`src/hdl/stepper_pkg.sv`:
```
// ~~~~~~~~~~~~~~~~~~~~~~~~~~~~~~
// stepper motion block types
// ~~~~~~~~~~~~~~~~~~~~~~~~~~~~~~
`default_nettype none

package stepper_pkg;

  // one processor IO access, strobes plus word
  typedef struct packed {
    logic        en;
    logic        we;
    logic [3:0]  addr;
    logic [31:0] wdata;
  } io_req_t;

  // byte offsets inside the IO window
  localparam logic [3:0] REG_CTRL   = 4'h0;
  localparam logic [3:0] REG_PERIOD = 4'h4;
  localparam logic [3:0] REG_SPI    = 4'h8;
  localparam logic [3:0] REG_STATUS = 4'hC;

  // CTRL register layout
  typedef struct packed {
    logic [15:0] rsvd_hi;
    logic        spi_write;
    logic [6:0]  spi_addr;
    logic [4:0]  rsvd_lo;
    logic        run;
    logic        dir;
    logic        drv_en;
  } ctrl_t;

  // handed from register block to step generator
  typedef struct packed {
    logic        drv_en;
    logic        dir;
    logic        run;
    logic [15:0] period;
  } motor_cfg_t;

  // driver chip datagram length
  localparam int SPI_FRAME_BITS = 40;

  // outgoing view, msb first on the wire
  typedef struct packed {
    logic        write;
    logic [6:0]  addr;
    logic [31:0] data;
  } spi_tx_t;

  // reply view, status byte leads
  typedef struct packed {
    logic [7:0]  status;
    logic [31:0] data;
  } spi_rx_t;

  // same shifted word, two meanings
  typedef union packed {
    spi_tx_t tx;
    spi_rx_t rx;
  } spi_frame_u;

  // STATUS read word
  typedef struct packed {
    logic signed [15:0] position;
    logic [7:0]         spi_status;
    logic [5:0]         rsvd;
    logic               estop;
    logic               spi_busy;
  } status_t;

endpackage

`default_nettype wire

```
`src/hdl/debounce.sv`:
```
// ~~~~~~~~~~~~~~~~~~~~~~~~~~~~~~
// button debounce filter
// ~~~~~~~~~~~~~~~~~~~~~~~~~~~~~~
`timescale 1ns/1ps
`default_nettype none

module debounce #(
  parameter int unsigned DEBOUNCE_CYCLES = 250000
) (
  input  logic clk_in,
  input  logic rst,
  input  logic in,
  output logic out
);

  localparam int CNT_W = (DEBOUNCE_CYCLES > 1) ? $clog2(DEBOUNCE_CYCLES) : 1;

  // two flop synchronizer for the raw pin
  logic             sync_q1;
  logic             sync_q2;
  // cycles the new level has held so far
  logic [CNT_W-1:0] stable_cnt;

  always_ff @(posedge clk_in) begin
    if (rst) begin
      sync_q1    <= 1'b0;
      sync_q2    <= 1'b0;
      stable_cnt <= '0;
      out        <= 1'b0;
    end else begin
      sync_q1 <= in;
      sync_q2 <= sync_q1;
      if (sync_q2 == out) begin
        // no change pending, or a bounce went back
        stable_cnt <= '0;
      end else if (stable_cnt == CNT_W'(DEBOUNCE_CYCLES - 1)) begin
        // held long enough, accept it
        out        <= sync_q2;
        stable_cnt <= '0;
      end else begin
        stable_cnt <= stable_cnt + 1'b1;
      end
    end
  end

endmodule

`default_nettype wire

```
`src/hdl/motor_regs.sv`:
```
// ~~~~~~~~~~~~~~~~~~~~~~~~~~~~~~
// motion register block
// ~~~~~~~~~~~~~~~~~~~~~~~~~~~~~~
`timescale 1ns/1ps
`default_nettype none

module motor_regs import stepper_pkg::*; (
  input  logic               clk_in,
  input  logic               rst,
  input  io_req_t            req,
  output logic [31:0]        rdata,
  output motor_cfg_t         cfg,
  input  logic signed [15:0] position,
  input  logic               estop,
  output logic               spi_start,
  output spi_frame_u         spi_tx,
  input  logic               spi_busy,
  input  logic               spi_done,
  input  spi_frame_u         spi_rx
);

  ctrl_t       ctrl_q;
  logic [31:0] period_q;
  // last completed reply
  spi_frame_u  rx_q;
  status_t     status_word;

  logic wr_en;
  logic rd_en;
  logic spi_accept;

  assign wr_en = req.en & req.we;
  assign rd_en = req.en & ~req.we;

  // link must be idle and no start already in flight
  assign spi_accept = wr_en && (req.addr[3:2] == REG_SPI[3:2]) && !spi_busy && !spi_start;

  always_comb begin
    status_word            = '0;
    status_word.spi_busy   = spi_busy;
    status_word.estop      = estop;
    status_word.spi_status = rx_q.rx.status;
    status_word.position   = position;
  end

  // software visible registers
  always_ff @(posedge clk_in) begin
    if (rst) begin
      ctrl_q   <= '0;
      period_q <= '0;
    end else if (wr_en) begin
      if (req.addr[3:2] == REG_CTRL[3:2]) begin
        ctrl_q <= ctrl_t'(req.wdata);
      end
      if (req.addr[3:2] == REG_PERIOD[3:2]) begin
        period_q <= req.wdata;
      end
    end
  end

  // registered copy toward the step generator
  always_ff @(posedge clk_in) begin
    if (rst) begin
      cfg <= '0;
    end else begin
      cfg.drv_en <= ctrl_q.drv_en;
      cfg.dir    <= ctrl_q.dir;
      cfg.run    <= ctrl_q.run;
      cfg.period <= period_q[15:0];
    end
  end

  // start pulse, one cycle wide
  always_ff @(posedge clk_in) begin
    if (rst) begin
      spi_start <= 1'b0;
    end else begin
      spi_start <= spi_accept;
    end
  end

  // frame fields come from CTRL plus the written word
  always_ff @(posedge clk_in) begin
    if (spi_accept) begin
      spi_tx.tx.write <= ctrl_q.spi_write;
      spi_tx.tx.addr  <= ctrl_q.spi_addr;
      spi_tx.tx.data  <= req.wdata;
    end
  end

  always_ff @(posedge clk_in) begin
    if (rst) begin
      rx_q <= '0;
    end else if (spi_done) begin
      rx_q <= spi_rx;
    end
  end

  // read port, data one cycle after the strobe
  always_ff @(posedge clk_in) begin
    if (rst) begin
      rdata <= '0;
    end else if (rd_en) begin
      case (req.addr[3:2])
        REG_CTRL[3:2]:   rdata <= ctrl_q;
        REG_PERIOD[3:2]: rdata <= period_q;
        REG_SPI[3:2]:    rdata <= rx_q.rx.data;
        default:         rdata <= status_word;
      endcase
    end
  end

  // no new frame may start on top of a running one
  a_no_start_busy: assert property (
    @(posedge clk_in) disable iff (rst) $rose(spi_start) |-> !spi_busy
  );

endmodule

`default_nettype wire

```
`src/hdl/spi_link.sv`:
```
// ~~~~~~~~~~~~~~~~~~~~~~~~~~~~~~
// driver SPI master
// ~~~~~~~~~~~~~~~~~~~~~~~~~~~~~~
`timescale 1ns/1ps
`default_nettype none

module spi_link import stepper_pkg::*; #(
  parameter int unsigned SPI_DIV = 4
) (
  input  logic       clk_in,
  input  logic       rst,
  input  logic       start,
  input  spi_frame_u tx,
  output logic       busy,
  output logic       done,
  output spi_frame_u rx,
  output logic       sck,
  output logic       cs_n,
  output logic       mosi,
  input  logic       miso
);

  localparam int DIV_W = (2 * SPI_DIV > 1) ? $clog2(2 * SPI_DIV) : 1;
  localparam int BIT_W = $clog2(SPI_FRAME_BITS);

  // position inside one bit time
  logic [DIV_W-1:0]          div_cnt;
  logic [BIT_W-1:0]          bit_cnt;
  logic [SPI_FRAME_BITS-1:0] tx_shift;

  always_ff @(posedge clk_in) begin
    if (rst) begin
      busy    <= 1'b0;
      done    <= 1'b0;
      cs_n    <= 1'b1;
      sck     <= 1'b1;
      div_cnt <= '0;
      bit_cnt <= '0;
    end else begin
      done <= 1'b0;
      if (!busy) begin
        if (start) begin
          // select and first falling sck together
          busy    <= 1'b1;
          cs_n    <= 1'b0;
          sck     <= 1'b0;
          div_cnt <= '0;
          bit_cnt <= '0;
        end
      end else if (div_cnt == DIV_W'(SPI_DIV - 1)) begin
        // mid bit, slave data is settled
        sck     <= 1'b1;
        div_cnt <= div_cnt + 1'b1;
      end else if (div_cnt == DIV_W'(2 * SPI_DIV - 1)) begin
        div_cnt <= '0;
        if (bit_cnt == BIT_W'(SPI_FRAME_BITS - 1)) begin
          // last bit done, release the chip
          busy <= 1'b0;
          done <= 1'b1;
          cs_n <= 1'b1;
        end else begin
          bit_cnt <= bit_cnt + 1'b1;
          sck     <= 1'b0;
        end
      end else begin
        div_cnt <= div_cnt + 1'b1;
      end
    end
  end

  // shift registers, loaded at start
  always_ff @(posedge clk_in) begin
    if (!busy && start) begin
      tx_shift <= tx;
    end else if (busy && div_cnt == DIV_W'(2 * SPI_DIV - 1)) begin
      tx_shift <= tx_shift << 1;
    end
    // capture on the rising sck edge
    if (busy && div_cnt == DIV_W'(SPI_DIV - 1)) begin
      rx <= {rx[SPI_FRAME_BITS-2:0], miso};
    end
  end

  // msb leads, line low while deselected
  assign mosi = ~cs_n & tx_shift[SPI_FRAME_BITS-1];

  // mode 3 idles with sck high
  a_sck_idle_high: assert property (
    @(posedge clk_in) disable iff (rst) cs_n |-> sck
  );

endmodule

`default_nettype wire

```
`src/hdl/step_gen.sv`:
```
// ~~~~~~~~~~~~~~~~~~~~~~~~~~~~~~
// step pulse generator
// ~~~~~~~~~~~~~~~~~~~~~~~~~~~~~~
`timescale 1ns/1ps
`default_nettype none

module step_gen import stepper_pkg::*; (
  input  logic               clk_in,
  input  logic               rst,
  input  motor_cfg_t         cfg,
  input  logic               estop,
  output logic               step,
  output logic               dir,
  output logic               drv_en_n,
  output logic signed [15:0] position
);

  logic        active;
  // half period after clamping
  logic [15:0] half;
  logic [15:0] half_cnt;
  logic        step_q;
  // pin level one cycle back
  logic        step_d;

  // stepping needs run, an enabled driver and no stop
  assign active = cfg.run & cfg.drv_en & ~estop;

  // below 2 the toggle would stall or race
  assign half = (cfg.period < 16'd2) ? 16'd2 : cfg.period;

  always_ff @(posedge clk_in) begin
    if (rst) begin
      half_cnt <= '0;
      step_q   <= 1'b0;
    end else if (!active) begin
      // park low, counter restarts
      half_cnt <= '0;
      step_q   <= 1'b0;
    end else if (half_cnt == half - 16'd1) begin
      half_cnt <= '0;
      step_q   <= ~step_q;
    end else begin
      half_cnt <= half_cnt + 16'd1;
    end
  end

  // pin drops as soon as stepping stops
  assign step     = step_q & active;
  assign dir      = cfg.dir;
  // stop button overrides software enable
  assign drv_en_n = ~cfg.drv_en | estop;

  // only a rise that reaches the pin moves the motor
  always_ff @(posedge clk_in) begin
    if (rst) begin
      step_d   <= 1'b0;
      position <= '0;
    end else begin
      step_d <= step;
      if (step && !step_d) begin
        if (cfg.dir) begin
          position <= position - 16'sd1;
        end else begin
          position <= position + 16'sd1;
        end
      end
    end
  end

  // while stop stays held, no pulse and no motion
  a_estop_holds: assert property (
    @(posedge clk_in) disable iff (rst) $past(estop) |-> (!step && $stable(position))
  );

endmodule

`default_nettype wire

```
`src/hdl/stepper.sv`:
```
// ~~~~~~~~~~~~~~~~~~~~~~~~~~~~~~
// stepper motion block top
// ~~~~~~~~~~~~~~~~~~~~~~~~~~~~~~
`timescale 1ns/1ps
`default_nettype none

module stepper import stepper_pkg::*; #(
  parameter int unsigned DEBOUNCE_CYCLES = 250000,
  parameter int unsigned SPI_DIV         = 4
) (
  input  logic        clk_25mhz,
  input  logic        rst,
  input  io_req_t     req,
  output logic [31:0] rdata,
  input  logic        btn_stop,
  output logic        step,
  output logic        dir,
  output logic        drv_en_n,
  output logic        sck,
  output logic        cs_n,
  output logic        mosi,
  input  logic        miso,
  output logic [7:0]  led
);

  logic               estop;
  motor_cfg_t         cfg;
  logic signed [15:0] position;
  logic               spi_start;
  logic               spi_busy;
  logic               spi_done;
  spi_frame_u         spi_tx;
  spi_frame_u         spi_rx;

  // stop button filter
  debounce #(
    .DEBOUNCE_CYCLES(DEBOUNCE_CYCLES)
  ) i_debounce (
    .clk_in(clk_25mhz),
    .rst   (rst),
    .in    (btn_stop),
    .out   (estop)
  );

  motor_regs i_motor_regs (
    .clk_in   (clk_25mhz),
    .rst      (rst),
    .req      (req),
    .rdata    (rdata),
    .cfg      (cfg),
    .position (position),
    .estop    (estop),
    .spi_start(spi_start),
    .spi_tx   (spi_tx),
    .spi_busy (spi_busy),
    .spi_done (spi_done),
    .spi_rx   (spi_rx)
  );

  step_gen i_step_gen (
    .clk_in  (clk_25mhz),
    .rst     (rst),
    .cfg     (cfg),
    .estop   (estop),
    .step    (step),
    .dir     (dir),
    .drv_en_n(drv_en_n),
    .position(position)
  );

  // driver chip configuration port
  spi_link #(
    .SPI_DIV(SPI_DIV)
  ) i_spi_link (
    .clk_in(clk_25mhz),
    .rst   (rst),
    .start (spi_start),
    .tx    (spi_tx),
    .busy  (spi_busy),
    .done  (spi_done),
    .rx    (spi_rx),
    .sck   (sck),
    .cs_n  (cs_n),
    .mosi  (mosi),
    .miso  (miso)
  );

  // low position byte on the board leds
  assign led = position[7:0];

endmodule

`default_nettype wire

```
`config.mk`:
```
export PLATFORM = sky130hd
export DESIGN_NAME = stepper
export DESIGN_NICKNAME = d
export VERILOG_FILES = /design/src/hdl/stepper_pkg.sv /design/src/hdl/debounce.sv /design/src/hdl/motor_regs.sv /design/src/hdl/spi_link.sv /design/src/hdl/step_gen.sv /design/src/hdl/stepper.sv
export SDC_FILE = /design/constraint.sdc
export NUM_CORES = 1
export LEC_CHECK = 0
export BUFFER_PORTS_ARGS = -buffer_cell sky130_fd_sc_hd__clkbuf_2
export CORE_MARGIN = 3
export CORE_UTILIZATION = 40
export CTS_CLUSTER_DIAMETER = 80
export DETAILED_ROUTE_END_ITERATION = 8
export PLACE_DENSITY = 0.67
export REMOVE_ABC_BUFFERS = 1
export SYNTH_ARGS = -nofsm -noshare
export SYNTH_HDL_FRONTEND = slang
export SYNTH_SLANG_ARGS = --single-unit
```
`constraint.sdc`:
```
create_clock -name clk_25mhz -period 4.13 [get_ports clk_25mhz]
set_clock_uncertainty 0.2 [all_clocks]
set_input_delay 0.2065 -clock clk_25mhz [delete_from_list [all_inputs] [get_ports clk_25mhz]]
set_output_delay 0.2065 -clock clk_25mhz [all_outputs]
set_load 0.01 [all_outputs]
```
# Word level (Yosys, flattened, before mapping)
# Index checks and enable logic that the tools add are counted.
[word_totals]
reg_bits = 344
latch_bits = 0
mem_bits_rw = 0
romBits = 0
output_inout_bits = 46
elab_cells = 122
n_memories = 0
[classes]
add_sub_neg = 7
mul = 0
div_mod_pow = 0
order_cmp = 1
n_eq_ne = 14
shifts = 0
n_mux = 29
n_bitwise = 16
reduce_logical = 23
[op_table]
columns = ["operator", "count"]
rows = [
  ["one-hot mux 32 bit (3 select lines)", 1],
  ["2-to-1 mux 40 bit", 2],
  ["2-to-1 mux 16 bit", 2],
  ["2-to-1 mux 6 bit", 5],
  ["adder 18 x 1 -> 18 bit (second input constant)", 1],
  ["equality test 18 bit (second input constant)", 1],
  ["adder 16 x 1 -> 16 bit (second input constant)", 1],
  ["adder 16 x 2 -> 16 bit (second input constant)", 1],
  ["equality test 16 bit", 1],
  ["less-than comparator 16 x 2 -> 1 bit (second input constant)", 1],
  ["subtractor 16 x 1 -> 16 bit (second input constant)", 1],
  ["subtractor 16 x 2 -> 16 bit (second input constant)", 1],
  ["2-to-1 mux 1 bit", 15],
  ["2-to-1 mux 3 bit", 4],
  ["inverter 1 bit", 9],
  ["!= test 2 bit (second input constant)", 4],
  ["AND reduction 4 bit", 2],
  ["logical AND 1 bit", 7],
  ["adder 6 x 1 -> 6 bit (second input constant)", 1],
  ["AND 1 bit", 6],
  ["equality test 6 bit (second input constant)", 1],
  ["!= test 3 bit (second input constant)", 2],
  ["AND reduction 2 bit", 3],
  ["OR reduction 3 bit", 2],
  ["other kinds (13)", 16],
]

# Depth between registers and ports, before layout
# Gate-level depths: netlist of run 1.
[depth]
depth_word = 5
ltp_mapped = 12
ltp_nobuf = 11

# Modules after synthesis
# Synthesis of run 1 repeated with hierarchy kept, for this count alone.
[hier_totals]
cells_unflattened = 1391
hier_area_um2 = 14412.6
[modules_own_cells]
columns = ["mod", "instances", "cells_per_inst", "area_each_um2", "seq_area_each_um2"]
rows = [
  ["motor_regs", 1, 674, 7295.7, 4324.1],
  ["spi_link", 1, 285, 3567.2, 2662.6],
  ["step_gen", 1, 328, 2635.0, 680.7],
  ["debounce", 1, 104, 914.6, 420.4],
]

# Least setup slack after synthesis of run 1
# OpenSTA, ideal clock, no wires.
[synth_path]
path_type = "in2reg"
start = "in req[35] (netlist bit)"
end = "reg i_motor_regs.spi_tx[0] (netlist bit), enable pin"
setup_ns = 0.489
t_arrival_ns = 3.636
required_time_ns = 3.441
slack_ns = -0.194
stages = 4
cell_sequence = "clkbuf_1 -> buf_1 -> nand2_1 -> nor3_1"
[synth_via]
elab_chain_len = 4
[synth_lines]
columns = ["element", "line_no", "rtl"]
rows = [
  ["start, declared", "stepper.sv:13", "input io_req_t req,"],
  ["equality test 2 bit", "motor_regs.sv:36", "assign spi_accept = wr_en && (req.addr[3:2] == REG_SPI[3:2]) && !spi_busy && !spi_start;"],
  ["logical AND 1 bit (3 in series)", "motor_regs.sv:36", ""],
  ["named net i_motor_regs.spi_accept", "motor_regs.sv:30", "logic spi_accept;"],
  ["end, declared", "motor_regs.sv:16", "output spi_frame_u spi_tx,"],
]
# The timed path passes the listed nets, and every way through them passes these cells.
# A chain may end at the register's enable or synchronous reset.

# Final worst setup path of run 1
[layout_path]
start = "reg i_motor_regs.cfg[12] (netlist name)"
end = "reg i_step_gen.step_q"
[layout_via]
elab_chain_len = 4
[layout_lines]
columns = ["element", "line_no", "rtl"]
rows = [
  ["less-than comparator 16 x 2 -> 1 bit", "step_gen.sv:30", "assign half = (cfg.period < 16'd2) ? 16'd2 : cfg.period;"],
  ["2-to-1 mux 16 bit *", "step_gen.sv:30", ""],
  ["subtractor 16 x 1 -> 16 bit *", "step_gen.sv:40", "end else if (half_cnt == half - 16'd1) begin"],
  ["equality test 16 bit *", "step_gen.sv:40", ""],
  ["end signal, assigned", "step_gen.sv:42", "step_q <= ~step_q;"],
  ["end, declared", "step_gen.sv:22", "logic step_q;"],
]
# Every way passes the cells marked *; elsewhere a longest branch is shown, timed or not.

==> impl_metrics.json, run 1 <==
{
  "status": "complete, no violations",
  "fp.coreArea_sq_um": 34630,
  "slew_headroom": 0.1781,
  "power_frac_seq": 0.514,
  "finalSetupTns_ps": 0,
  "nets": 1545,
  "grt-ovfl-total": 0,
  "antenna_found_initial": 0,
  "synth_edf_count": 120,
  "cts_sinks": 344,
  "viasPerCell": 5.126,
  "wl_per_cell_um": 17.03,
  "pre_cts_ws_ps": 438.9,
  "synth.distinct_cells": 55,
  "area_growth_pct": 16.30,
  "rsz0062_at_grt": "false",
  "htreeDepth": 2,
  "path_clk_slew_ps": 60,
  "dp_hpwl_um": 21760,
  "grt_pass1_wl_um": 53540,
  "clock_path_buffers": 3,
  "reg2reg_slack_ps": 370,
  "finalHoldViolCount": 0,
  "synth_top_flop_cell": "dfxtp_1",
  "reg2reg_depth": 11,
  "fin_ws_ps": 374.0,
  "fin_area_sq_um": 16360,
  "die_h_um": 193.5,
  "cp_top_family": "simple AND/OR/NAND/NOR gates",
  "timing.final.crit_period_ps": 3756,
  "worst_pin_slew_ps": 1233,
  "cp_max_fo": 7,
  "die_x_um": 193.5,
  "hp-start": "req[37]",
  "p_int_w": 0.005377,
  "async_flop_share": 0,
  "initial_core_util": 0.4062,
  "routed_wl_um": 33450,
  "min_to": "i_motor_regs.rdata[0]$_SDFFE_PP0P_",
  "track_usage": 0.1753,
  "irDropWorstVdd_mv": 0.2794,
  "syn_inst": 1386,
  "grt_max_degree": 95,
  "syn-cell-area_sq_um": 14070,
  "netlist.area_leader.share": 0.3188,
  "total_power_w": 0.006889,
  "placed_area_sq_um": 14890,
  "worstSetupEndpointType": "flop",
  "worstHoldPathType": "input port to flop",
  "finalMaxSlewViolations": 0,
  "synth_most_common_cell": "nand2_1",
  "worst_ep_required_time_ps": 4380,
  "swShare": 0.2195,
  "worst_path_max_delay_cell": "nor4_1",
  "numCtsBuffers": 36,
  "pwr-share-comb": 0.042,
  "die-area_sq_um": 37450,
  "root_buffer": "clkbuf_16",
  "cp_cell_sequence": "nor4_1 -> nand4_1 -> nand2_1 -> ha_1 -> or3b_2 -> o31a_1 -> or3_1 -> a21oi_1 -> o221ai_2 -> or3_1 -> a21boi_1",
  "synth_common_cells": "nand2_1 (340), dfxtp_1 (224), edfxtp_1 (120)",
  "grt_pass1_vias": 9535,
  "max_clock_freq_mhz": 266.2,
  "antenna_cells": 0,
  "ant_nets": 0,
  "dr_total_vias": 10067,
  "holdPathStages": 4,
  "r2r-start": "i_motor_regs.cfg[12]$_SDFF_PP0_",
  "post-synth-top-area-cell": "dfxtp_1",
  "crit_path_start_kind": "flop",
  "power_density_nw_per_um2": 421.1,
  "cpPeakStageDelay_ps": 620,
  "cts_tree": "built",
  "path_class": "flop to flop",
  "switchingPower_w": 0.001512,
  "gp_congestion": 0.8317,
  "drt_iter0_markers": 764,
  "final-setup-viol-count": 0,
  "rows": 68,
  "avgSynthCellArea_sq_um": 10.15,
  "firstDrtPassIters": 5,
  "r2r_end": "i_step_gen.step_q$_SDFFE_PP0N_",
  "clk_latency_ps": 520,
  "drv_cap": 0,
  "ys_ff_latch": 344,
  "drive_above_1_share": 0.1312,
  "route.detailed.drc": 0,
  "fin_crit_sh": 0.9094,
  "yosysWarnings": 0,
  "path_buf_inv": 0,
  "leakage_nw": 5.951,
  "synthTopCellsByArea": "dfxtp_1 (32%), edfxtp_1 (26%), nand2_1 (9.1%)",
  "ios": 88,
  "crit_arrival_ps": 4000,
  "synth_seq_area_share": 0.5749,
  "crit_top_cell": "or3_1",
  "portBuffers": 85,
  "clock_power_share": 0.443
}
## worst max-delay path by stage
stage	start	to	slack [ps]	cells past startpoint
after global routing	i_motor_regs.cfg[12]$_SDFF_PP0_	i_step_gen.step_q$_SDFFE_PP0N_	180	11
after floorplan	i_spi_link.busy$_SDFF_PP0_	i_motor_regs.spi_tx[0]$_DFFE_PP_	70	3
after CTS	i_motor_regs.cfg[12]$_SDFF_PP0_	i_step_gen.step_q$_SDFFE_PP0N_	420	11
final	i_motor_regs.cfg[12]$_SDFF_PP0_	i_step_gen.step_q$_SDFFE_PP0N_	370	11
after detailed placement	i_motor_regs.cfg[12]$_SDFF_PP0_	i_step_gen.step_q$_SDFFE_PP0N_	440	11
after global placement	i_motor_regs.cfg[12]$_SDFF_PP0_	i_step_gen.step_q$_SDFFE_PP0N_	480	11
## routing by layer
metal / up-vias / track usage / share of wire / routed length, um
met1: 4842 / 0.2469 / 0.47 / 15600
met3: 42 / 0.02403 / 0.044 / 1470
met4: 0 / 0.04741 / 0.020 / 671
met5: - / 0 / 0 / 0
li1: 4945 / - / - / -
met2: 238 / 0.2861 / 0.47 / 15700
## logic make-up after synthesis
kind of cell	Yosys count	synth area share
buffers and inverters	99	0.02962
AO/OA/AOI/OAI	175	0.07133
adder cells (fa/ha/maj)	22	0.02010
multiplexers	75	0.07658
XOR/XNOR	58	0.03611
flip-flops	344	0.5749
AND/OR/NAND/NOR	613	0.1913
## power by group through the flow
stage / sequential (W) / clock, W / combinational [W]
floorplan: 0.00362 / 0 / 0.000119
global placement: 0.00362 / 0 / 0.000260
detailed placement: 0.00362 / 0 / 0.000263
CTS: 0.00354 / 0.00312 / 0.000293
global route: 0.00354 / 0.00327 / 0.000318
finish: 0.00354 / 0.00305 / 0.000291
## metrics by stage
step                utilization  cells  hold WS, ps
finish                   0.4725   1964        112.8
global placement         0.4301   1862        217.3
global route             0.4725   1964        149.9
detailed placement       0.4301   1862        215.7
CTS                      0.4725   1964        109.5
floorplan                     -   1302        75.57
## area by class of cell
cell class | instances | area (sq um)
Clock buffer | 55 | 1033
Timing Repair Buffer | 141 | 954.7
Fill cell | 3148 | 18270
Clock inverter | 11 | 72.57
Inverter | 15 | 56.30
Tap cell | 455 | 569.3
Multi-Input combinational cell | 943 | 5585
Sequential cell | 344 | 8089
## worst register-to-register path, cell delays in order, from the launching register on
cell	delay, ps
dfxtp_1	360
nor4_1	620
nand4_1	230
nand2_1	130
ha_1	210
or3b_2	520
o31a_1	270
or3_1	350
a21oi_1	190
o221ai_2	140
or3_1	340
a21boi_1	150
## cells in the final DEF, fill, tap and decap left out, types with 27 or more instances in the layout
cell,instances
nand2_1,339
dlygate4sd3_1,36
dfxtp_1,223
xor2_1,33
clkbuf_16,37
nor2_1,118
edfxtp_1,120
nor2b_1,27
clkbuf_2,84
mux2i_1,48
a21oi_1,118
## state kept, by name, indices dropped and copies added, names as in the netlist, 19 cells and up
signal and flops:
i_motor_regs.period_q 32, i_motor_regs.cfg 19, i_spi_link.tx_shift 40, i_spi_link.rx 40, i_motor_regs.spi_tx 40, i_motor_regs.rx_q 40
i_motor_regs.rdata 32, i_motor_regs.ctrl_q 32
## repair_timing
item                                    CTS  global route
setup buffers                             0             0
endpoints found under the hold margin   103             0
endpoints found under the setup margin    0             0
resized for setup                         0             0
hold buffers                             36             0
Note: power is estimated with default switching activity, not from simulation.
==> inputs of run 2 (changes only) <==
--- a/config.mk
+++ b/config.mk
@@ -7,10 +7,10 @@
 export LEC_CHECK = 0
 export BUFFER_PORTS_ARGS = -buffer_cell sky130_fd_sc_hd__clkbuf_2
 export CORE_MARGIN = 3
-export CORE_UTILIZATION = 40
-export CTS_CLUSTER_DIAMETER = 80
+export CORE_UTILIZATION = 55
+export CTS_CLUSTER_DIAMETER = 50
 export DETAILED_ROUTE_END_ITERATION = 8
-export PLACE_DENSITY = 0.67
+export PLACE_DENSITY = 0.84
 export REMOVE_ABC_BUFFERS = 1
 export SYNTH_ARGS = -nofsm -noshare
 export SYNTH_HDL_FRONTEND = slang
==> impl_metrics.json, run 2 (synthesized netlist as in run 1, its figures left out) <==
{
  "use_met2": 0.4052,
  "fin_area_sq_um": 16340,
  "fp.coreArea_sq_um": 24750,
  "drt_iter0_markers": 680,
  "ant_nets": 0,
  "worstSetupEndpointType": "flop",
  "gp_congestion": 0.8658,
  "grtUsageMet3": 0.03737,
  "power_density_nw_per_um2": 440.0,
  "numCtsBuffers": 38,
  "cpPeakStageDelay_ps": 670,
  "initial_core_util": 0.5684,
  "cts_sinks": 344,
  "grt_pass1_vias": 10576,
  "status": "finished, violations left",
  "drive_above_1_share": 0.1364,
  "ios": 88,
  "path_class": "flop to flop",
  "met1_usage": 0.3148,
  "cp_max_fo": 7,
  "rows": 57,
  "grt_max_degree": 109,
  "worstHoldPathType": "input port to flop",
  "portBuffers": 85,
  "dr_total_vias": 10481,
  "crit_arrival_ps": 4020,
  "cp_cell_sequence": "nor4_1 -> nand4_1 -> nand2_1 -> ha_1 -> or3b_2 -> o31a_1 -> or3_1 -> a21oi_1 -> o221ai_2 -> or3_1 -> a21boi_1",
  "layout_commonest_cell": "nand2_1",
  "dp_hpwl_um": 20920,
  "nets": 1545,
  "worst_path_max_delay_cell": "nor4_1",
  "leakage_nw": 6.033,
  "mostFrequentLayoutCells": "nand2_1 (339), dfxtp_1 (223), edfxtp_1 (120)",
  "cts_tree": "built",
  "busiest_layer": "met2",
  "die_h_um": 165.9,
  "multi_input_area_sq_um": 5585,
  "worst_ep_required_time_ps": 4380,
  "path_clk_slew_ps": 60,
  "path_buf_inv": 0,
  "worst_pin_slew_ps": 1177,
  "routed_wl_um": 33360,
  "wl_per_cell_um": 18.19,
  "rsz0062_at_grt": "false",
  "placed_area_sq_um": 14740,
  "timing.final.crit_period_ps": 3773,
  "grt_pass1_wl_um": 54330,
  "die-area_sq_um": 27530,
  "firstDrtPassIters": 5,
  "crit_top_cell": "or3_1",
  "fill_cells": 1734,
  "root_buffer": "clkbuf_16",
  "track_usage": 0.2390,
  "regArea_sq_um": 8089,
  "viasPerCell": 5.715,
  "route.detailed.drc": 0,
  "finalHoldViolCount": 1,
  "slew_headroom": 0.2151,
  "irDropWorstVdd_mv": 0.3426,
  "fin_crit_sh": 0.9135,
  "finalMaxSlewViolations": 0,
  "die_x_um": 165.9,
  "clock_path_buffers": 3,
  "clk_latency_ps": 520,
  "max_clock_freq_mhz": 265.1,
  "cts_setup_buffers": 0,
  "crit_path_start_kind": "flop",
  "hold_ws_ps": -4.525,
  "antenna_found_initial": 0,
  "final-setup-viol-count": 0,
  "violations": "negative hold slack",
  "area_growth_pct": 16.15,
  "cp_top_family": "simple AND/OR/NAND/NOR gates",
  "finalSetupTns_ps": 0,
  "htreeDepth": 2,
  "antenna_cells": 0,
  "drv_cap": 0,
  "grt-ovfl-total": 0
}
run 2: cell types whose count changed in the layout (fill, tap and decap cells not counted), moves of 2 or more:
cell,before,now
inv_4,2,0
inv_8,0,2
clkinv_1,1,3
dlygate4sd3_1,36,34
clkbuf_8,4,7
clkbuf_1,14,7
clkbuf_16,37,39
bufinv_16,0,2
clkinvlp_4,2,0
run 2: repair_timing:
action | 4_1_cts | 5_1_grt
gates resized for setup | 0 | 0
hold buffers | 34 | 0
hold endpoints to repair | 98 | 0
run 2: metal layers:
metal	vias to the layer above	share of wire	routed length [um]
li1	4942	-	-
met5	-	0	0
met1	5059	0.41	13790
met4	0	0.030	986
met2	402	0.49	16290
met3	78	0.069	2289
run 2: final timing paths:
| kind | start | to | slack (ps) | depth (start not counted) |
|---|---|---|---|---|
| setup reg to reg | i_motor_regs.cfg[12]$_SDFF_PP0_ | i_step_gen.step_q$_SDFFE_PP0N_ | 360 | 11 |
| hold / removal | rst | i_motor_regs.rx_q[2]$_SDFFE_PP0P_ | -5 | 2 |
| hold reg to reg | i_spi_link.rx[23]$_DFFE_PP_ | i_spi_link.rx[24]$_DFFE_PP_ | 240 | 0 |
| setup / recovery | i_motor_regs.cfg[12]$_SDFF_PP0_ | i_step_gen.step_q$_SDFFE_PP0N_ | 360 | 11 |
run 2: metrics by stage:
stage,instances,worst slack [ps],power (W),utilization
6_report,1834,357.3,0.007189,0.6602
5_1_grt,1834,161.3,0.007394,0.6602
4_1_cts,1834,432.1,0.007219,0.6602
3_5_place_dp,1731,444.1,0.003873,0.5957
3_3_place_gp,1731,491.7,0.003868,0.5957
2_1_floorplan,1302,70.78,0.003735,-
run 2: power by group:
group	leakage (nW)	switching (W)	internal, W
clock	0.622	0.00135	0.00200
combinational	2.53	0.000177	0.000109
sequential	2.88	0.0000192	0.00353
total	6.03	0.00155	0.00564
run 2: area by class of cell:
class / count / share of cell area
inverters: 15 / 0.003446
flip-flops and latches: 344 / 0.4951
well taps: 324 / 0.02481
repair buffers: 139 / 0.05797
clock inverters: 16 / 0.009649
multi-input cells: 943 / 0.3418
clock buffers: 53 / 0.06723
run 2: worst register-to-register path, cell delays in order (launching register included):
cell,delay [ps]
dfxtp_1,360
nor4_1,670
nand4_1,190
nand2_1,130
ha_1,220
or3b_2,500
o31a_1,270
or3_1,340
a21oi_1,210
o221ai_2,140
or3_1,340
a21boi_1,140
